[src/logic/cpuPkg.sv]
`default_nettype none

package cpuPkg;

	typedef logic [31:0] word_t; // registers, alu, memory data, pc
	typedef logic [4:0] regAddr_t;

	typedef enum logic [5:0] {
		opRtype = 6'h03,
		opJ     = 6'h02,
		opJal   = 6'h07,
		opAddi  = 6'h09,
		opAndi  = 6'h0c,
		opOri   = 6'h0e,
		opBeq   = 6'h05,
		opBne   = 6'h04,
		opLbu   = 6'h22,
		opLui   = 6'h0f,
		opLw    = 6'h12,
		opSb    = 6'h28,
		opSw    = 6'h2b
	} opcode_t;

	typedef enum logic [5:0] {
		fnJr   = 6'h08,
		fnLwn  = 6'h21, // custom, rt <= mem[rs + rd]
		fnSwn  = 6'h13, // custom, mem[rs + rd] <= rt
		fnAdd  = 6'h20,
		fnSub  = 6'h22,
		fnAnd  = 6'h24,
		fnOr   = 6'h25,
		fnNor  = 6'h27,
		fnSlt  = 6'h2a,
		fnSltu = 6'h2b,
		fnSll  = 6'h00,
		fnSrl  = 6'h02
	} func_t;

	typedef enum logic [2:0] {
		aluByFunc = 3'd0,
		aluAdd    = 3'd1,
		aluSub    = 3'd2,
		aluAnd    = 3'd3,
		aluOr     = 3'd4
	} aluOp_t;

	typedef enum logic [1:0] {destRt = 2'd0, destRd = 2'd1, destRa = 2'd2} regDest_t;
	typedef enum logic [1:0] {src2Reg = 2'd0, src2Imm = 2'd1, src2Pc8 = 2'd2} aluSrc2_t;
	typedef enum logic [1:0] {jumpNone = 2'd0, jumpTarget = 2'd1, jumpReg = 2'd2} jump_t;
	typedef enum logic [1:0] {branchNone = 2'd0, branchEq = 2'd1, branchNe = 2'd2} branch_t;
	typedef enum logic [1:0] {wbAlu = 2'd0, wbMem = 2'd1, wbUpper = 2'd2} regSrc_t;
	typedef enum logic [1:0] {memNone = 2'd0, memWrite = 2'd1, memRead = 2'd2} memOp_t;

	// decoder output bundle
	typedef struct packed {
		aluOp_t   aluOp;
		logic     regWrite;
		regDest_t regDest;
		logic     aluSrc1Rs; // 0 selects constant zero
		aluSrc2_t aluSrc2;
		jump_t    jump;
		branch_t  branch;
		regSrc_t  regSrc;
		logic     zeroExtImm;
		logic     byteAccess;
		logic     readRegRd; // second read port takes rd instead of rt
		logic     memDataRt; // store data is rt while rd feeds the address
		memOp_t   memOp;
	} ctrl_t;

endpackage

`default_nettype wire

[src/logic/coreCtrlIf.sv]
`timescale 1ns/100ps
`default_nettype none

interface coreCtrlIf #(
	parameter int ImemWords = 256
) ();

	logic run;
	logic start; // one cycle, restarts pc
	logic imemWe;
	logic [$clog2(ImemWords)-1:0] imemAddr; // word index
	cpuPkg::word_t imemData;
	logic halted;
	cpuPkg::word_t pc;
	cpuPkg::regAddr_t dbgRegAddr;
	cpuPkg::word_t dbgRegData;

	modport host (
		output run, start, imemWe, imemAddr, imemData, dbgRegAddr,
		input halted, pc, dbgRegData
	);

	modport core (
		input run, start, imemWe, imemAddr, imemData, dbgRegAddr,
		output halted, pc, dbgRegData
	);

endinterface

`default_nettype wire

[src/logic/hostRegs.sv]
`timescale 1ns/100ps
`default_nettype none

module hostRegs #(
	parameter int ImemWords = 256
) (
	input  logic          clk,
	input  logic          reset,
	input  logic          awvalid,
	output logic          awready,
	input  logic [15:0]   awaddr,
	input  logic          wvalid,
	output logic          wready,
	input  cpuPkg::word_t wdata,
	output logic          bvalid,
	input  logic          bready,
	output logic [1:0]    bresp,
	input  logic          arvalid,
	output logic          arready,
	input  logic [15:0]   araddr,
	output logic          rvalid,
	input  logic          rready,
	output cpuPkg::word_t rdata,
	output logic [1:0]    rresp,
	coreCtrlIf.host       ctrlBus
);

	localparam int ImemAddrW = $clog2(ImemWords);
	localparam logic [1:0] RespOkay = 2'b00;
	localparam logic [1:0] RespSlvErr = 2'b10;

	logic writeIdle, writeAccept, readAccept, isCtrl, isImem, run;
	cpuPkg::word_t readValue;

	assign writeAccept = writeIdle && awvalid && wvalid;
	assign awready = writeAccept; // address and data taken together
	assign wready = writeAccept;
	assign readAccept = arvalid && arready;

	assign isCtrl = (awaddr == 16'h0000);
	assign isImem = (awaddr[15:12] == 4'h1) && (int'(awaddr[11:2]) < ImemWords);

	always_ff @(posedge clk) begin
		if (reset) begin
			writeIdle      <= 1'b0;
			bvalid         <= 1'b0;
			arready        <= 1'b0;
			rvalid         <= 1'b0;
			run            <= 1'b0;
			ctrlBus.start  <= 1'b0;
			ctrlBus.imemWe <= 1'b0;
		end else begin
			ctrlBus.start  <= 1'b0;
			ctrlBus.imemWe <= 1'b0;
			if (writeAccept) begin
				writeIdle <= 1'b0;
				bvalid    <= 1'b1;
				if (isCtrl) begin
					run           <= wdata[0];
					ctrlBus.start <= wdata[0];
				end
				if (isImem && !run)
					ctrlBus.imemWe <= 1'b1;
			end else if (bvalid && bready) begin
				bvalid    <= 1'b0;
				writeIdle <= 1'b1;
			end else if (!bvalid) begin
				writeIdle <= 1'b1;
			end
			// reads
			if (readAccept) begin
				arready <= 1'b0;
				rvalid  <= 1'b1;
			end else if (rvalid && rready) begin
				rvalid  <= 1'b0;
				arready <= 1'b1;
			end else if (!rvalid) begin
				arready <= 1'b1;
			end
		end
	end

	always_ff @(posedge clk) begin
		if (writeAccept) begin
			bresp <= (isCtrl || (isImem && !run)) ? RespOkay : RespSlvErr;
			ctrlBus.imemAddr <= awaddr[ImemAddrW+1:2];
			ctrlBus.imemData <= wdata;
		end
		if (readAccept)
			rdata <= readValue;
	end

	assign ctrlBus.dbgRegAddr = araddr[6:2];

	always_comb begin
		if (araddr == 16'h0000)
			readValue = {31'b0, run};
		else if (araddr == 16'h0004)
			readValue = {31'b0, ctrlBus.halted};
		else if (araddr == 16'h0008)
			readValue = ctrlBus.pc;
		else if (araddr[15:7] == 9'h002) // 0x100 to 0x17c
			readValue = ctrlBus.dbgRegData;
		else
			readValue = '0; // unmapped reads give zero
	end

	assign rresp = RespOkay;
	assign ctrlBus.run = run;

	bvalidHeld: assert property (@(posedge clk) disable iff (reset)
		bvalid && !bready |=> bvalid)
		else $error("hostRegs: write response dropped before bready");

endmodule

`default_nettype wire

[src/flat_wrapper.sv]
// flat-port wrapper written by rule: the top's interface ports become plain ports
module hostRegs_flat 
#(
	parameter int ImemWords = 256
)
  (clk, reset, awvalid, awready, awaddr, wvalid, wready, wdata, bvalid, bready, bresp, arvalid, arready, araddr, rvalid, rready, rdata, rresp, ctrlBus_run, ctrlBus_start, ctrlBus_imemWe, ctrlBus_imemAddr, ctrlBus_imemData, ctrlBus_dbgRegAddr, ctrlBus_halted, ctrlBus_pc, ctrlBus_dbgRegData);
  coreCtrlIf #(.ImemWords(ImemWords)) ctrlBus_i ();
  input  logic clk;
  input  logic reset;
  input  logic awvalid;
  output logic awready;
  input  logic [15:0] awaddr;
  input  logic wvalid;
  output logic wready;
  input  cpuPkg::word_t wdata;
  output logic bvalid;
  input  logic bready;
  output logic [1:0] bresp;
  input  logic arvalid;
  output logic arready;
  input  logic [15:0] araddr;
  output logic rvalid;
  input  logic rready;
  output cpuPkg::word_t rdata;
  output logic [1:0] rresp;
  output wire logic [$bits(ctrlBus_i.run)-1:0] ctrlBus_run;
  output wire logic [$bits(ctrlBus_i.start)-1:0] ctrlBus_start;
  output wire logic [$bits(ctrlBus_i.imemWe)-1:0] ctrlBus_imemWe;
  output wire logic [$bits(ctrlBus_i.imemAddr)-1:0] ctrlBus_imemAddr;
  output wire logic [$bits(ctrlBus_i.imemData)-1:0] ctrlBus_imemData;
  output wire logic [$bits(ctrlBus_i.dbgRegAddr)-1:0] ctrlBus_dbgRegAddr;
  input wire logic [$bits(ctrlBus_i.halted)-1:0] ctrlBus_halted;
  input wire logic [$bits(ctrlBus_i.pc)-1:0] ctrlBus_pc;
  input wire logic [$bits(ctrlBus_i.dbgRegData)-1:0] ctrlBus_dbgRegData;
  assign ctrlBus_run = ctrlBus_i.run;
  assign ctrlBus_start = ctrlBus_i.start;
  assign ctrlBus_imemWe = ctrlBus_i.imemWe;
  assign ctrlBus_imemAddr = ctrlBus_i.imemAddr;
  assign ctrlBus_imemData = ctrlBus_i.imemData;
  assign ctrlBus_dbgRegAddr = ctrlBus_i.dbgRegAddr;
  assign ctrlBus_i.halted = ctrlBus_halted;
  assign ctrlBus_i.pc = ctrlBus_pc;
  assign ctrlBus_i.dbgRegData = ctrlBus_dbgRegData;
  hostRegs #(.ImemWords(ImemWords)) u_core (.clk(clk), .reset(reset), .awvalid(awvalid), .awready(awready), .awaddr(awaddr), .wvalid(wvalid), .wready(wready), .wdata(wdata), .bvalid(bvalid), .bready(bready), .bresp(bresp), .arvalid(arvalid), .arready(arready), .araddr(araddr), .rvalid(rvalid), .rready(rready), .rdata(rdata), .rresp(rresp), .ctrlBus(ctrlBus_i));
endmodule
[config.mk]
export PLATFORM = sky130hd
export DESIGN_NAME = hostRegs_flat
export DESIGN_NICKNAME = d
export VERILOG_FILES = /design/src/logic/cpuPkg.sv /design/src/logic/coreCtrlIf.sv /design/src/logic/hostRegs.sv /design/src/flat_wrapper.sv
export SDC_FILE = /design/constraint.sdc
export NUM_CORES = 1
export LEC_CHECK = 0
export BUFFER_PORTS_ARGS = -buffer_cell sky130_fd_sc_hd__buf_2
export CAP_MARGIN = 0
export CORE_UTILIZATION = 40
export CTS_CLUSTER_SIZE = 16
export DETAILED_ROUTE_END_ITERATION = 7
export GPL_TIMING_DRIVEN = 0
export PLACE_DENSITY = 0.76
export REMOVE_ABC_BUFFERS = 1
export SYNTH_ARGS = -nofsm -noshare
export SYNTH_HDL_FRONTEND = slang
export SYNTH_SLANG_ARGS = --single-unit
[constraint.sdc]
create_clock -name clk -period 2.4 [get_ports clk]
set_clock_uncertainty 0.2 [all_clocks]
set_input_delay 0.36 -clock clk [delete_from_list [all_inputs] [get_ports clk]]
set_output_delay 0.36 -clock clk [all_outputs]
set_load 0.05 [all_outputs]
==> results.md <==
- Outcome: finished, final reports clean
- Unrepaired setup endpoints after global routing: false
- Clk_lat worst skew: 0.34 ns
- Iteration-0 DRC Markers: 74
- Final Critical Period: 2.29 ns
- Cell Area, Synth: 3030 um2
- # setup viols final: 0
- I/O Buffers: 221
- Post-synth top cells: 73 x edfxtp_1, 31 x a22o_1, 12 x buf_4, 7 x dfxtp_1, 6 x nor2_1
- Largest stage delay, worst path: 0.46 ns
- Slew Viols, Final: 0
- Design area: 4670 um2
- Number of global-route vias before repair: 2,362
- Synthesized flop and latch total: 80
- Count leader, synth: edfxtp_1
- Placed Area: 4140 um2
- Grt met3 use: 7.29%
- Post-synth EDFFs: 73
- M1 GR Usage: 20.1%
- GRT overflow: 0
- CTS Buf Count: 9
- Worst hold path type: input pin to flip-flop
- Initial antenna violation count: 0
- CP delay by family, top: buffers and inverters
- Worst IR Drop VDD: 0.307 mV
- Synthesized area per cell: 17.6 um2
- Post-synth top flop: edfxtp_1
- Final Hold Vio Count: 0
- Buf+Inv Stages, Crit Path: 2
- Detailed Place HPWL: 5730 um
- Power Density: 629 nW/um2
- Worst slack, placed: -0.378 ns
- Leak: 2.12 nW
- First-pass GRT wire length: 11,400 um
- Met2 Use GR: 38.3%
- Worst-Margin Slew: 1.32 ns
- Fraction of registers with async set or reset after synthesis: 0%
- WP data arrival: 1.73 ns
- Clock root buffer: clkbuf_8
- Critical-path cell list: nand3_1 > inv_4 > buf_2
- Slowest CP cell: inv_4
- Power, Total: 2.94 mW
- WL per Instance: 15.6 um
- Setup TNS: 0 ns
- CTS tree: yes
- WL final: 8240 um
- Syn Inst Count: 172
- Die H: 89.0 um
- Die ar.: 7920 um2
- Syn-to-layout area delta: 54.5%
- Ports: 225
- DRC viols: 0
- Global routing's busiest layer: met2
- CP startpoint kind: flip-flop
- Max FO, Critical Path: 43
- CTS Buffer Depth: 2
- Fin cells: 527
- Max Cap Viol: 0
- DRT Pass-1 Iters: 5
- Post-route ant nets: 0
- Slew headroom: 12.0%
- Vias: 2,480
- Synth cell types: 28
- Vias per cell: 4.71
- Sequential area share after synthesis: 77.1%
- Final period util: 95.4%
- Die width: 89.0 um
- Final Util: 64.1%
- Clock-pin slew on the worst setup and hold paths: 0.08 ns
- Global-route usage over all layers: 20.0%
- Clock sink count: 80
- Worst Path Required: 1.84 ns
- Synth area leaders: edfxtp_1 72%, a22o_1 9.0%, dfxtp_1 4.6%
- YS warnings: 0
- Post-Place Cells: 478
- Yosys top cell by area: edfxtp_1
- Layout cells sized above 1: 57.0%
- H-tree depth: 3
- ANT cells: 0
- Initial Util: 41.5%
- GPL Wtd Cong: 0.771
- CORE AREA: 7290 um2
- Core Rows: 31
- Worst setup EP type: primary output
- Worst setup margin: 0.110 ns
- Worst hold slack: 0.0229 ns
- Fin nets: 559
- Kind of critical path: flip-flop to primary output
- Yosys top cell area share: 72.5%
- Largest net degree at the start of global routing: 44
- Max Clock Freq: 437 MHz
timing repair:
action,4_1_cts,5_1_grt
gates resized for setup,2,0
hold buffers,33,0
endpoints found under the hold margin,33,0
setup endpoints to repair,8,0
buffers inserted,0,0
cell usage in the layout, fill, tap and decap left out, types with 4 or more instances in the layout:
| cell type | Yosys | layout |
|---|---|---|
| dlygate4sd3_1 | 0 | 33 |
| nor3_1 | 4 | 4 |
| a22o_1 | 31 | 31 |
| nand2b_1 | 4 | 4 |
| dfxtp_1 | 7 | 7 |
| buf_2 | 1 | 221 |
| clkbuf_8 | 0 | 9 |
| edfxtp_1 | 73 | 73 |
| nor2_1 | 6 | 6 |
registers in the layout (all words and copies together), names as in the netlist:
signal / cells
u_core.ctrlBus.run: 1
u_core.rdata: 32
u_core.rvalid: 1
u_core.bresp: 1
u_core.ctrlBus.imemWe: 1
u_core.ctrlBus.start: 1
u_core.ctrlBus.imemData: 32
u_core.arready: 1
u_core.writeIdle: 1
u_core.bvalid: 1
u_core.ctrlBus.imemAddr: 8
worst register-to-register path, cell delays in order, from the launching register on:
cell	delay (ns)
dfxtp_1	0.36
nand2_1	0.08
inv_1	0.95
power by group:
group | internal, mW | leakage (nW) | switching, mW
combinational | 0.146 | 1.25 | 0.238
sequential | 1.56 | 0.771 | 0.0101
clock | 0.491 | 0.0958 | 0.498
kinds of logic (layout without fill, tap and decap cells):
kind of cell	Yosys count	count (layout)	share of synthesized area, %
buffers and inverters	19	273	5.25
AO/OA/AOI/OAI	36	36	9.93
other	1	3	0.124
flip-flops	80	80	77.1
AND/OR/NAND/NOR	34	34	6.95
multiplexers	2	2	0.662
area by class of cell:
| type | instances | area, um2 |
|---|---|---|
| well taps | 99 | 124 |
| inverters | 2 | 10.0 |
| repair buffers | 255 | 1460 |
| clock inverters | 7 | 77.6 |
| fillers | 553 | 2620 |
| clock buffers | 9 | 124 |
| flip-flops and latches | 80 | 2330 |
| multi-input cells | 75 | 543 |
routing by layer:
| metal | up-vias | wire (um) |
|---|---|---|
| met5 | - | 0 |
| met4 | 0 | 149 |
| met3 | 16 | 823 |
| met2 | 168 | 4440 |
| met1 | 1127 | 2830 |
| li1 | 1169 | - |
path summary, 6_finish.rpt:
check	slack (ns)	startpoint	endpoint	cells after the start
worst min register to register	0.31	u_core.rvalid$_SDFFE_PP0P_	u_core.rvalid$_SDFFE_PP0P_	2
worst min-delay path	0.02	awaddr[8]	u_core.ctrlBus.imemAddr[6]$_DFFE_PP_	1
worst max register to register	0.42	u_core.arready$_SDFFE_PP0P_	u_core.rdata[9]$_SDFFCE_PP0P_	2
worst max-delay path	0.11	u_core.writeIdle$_SDFFE_PP0P_	awready	3
Power figures use the tool's default switching activity.
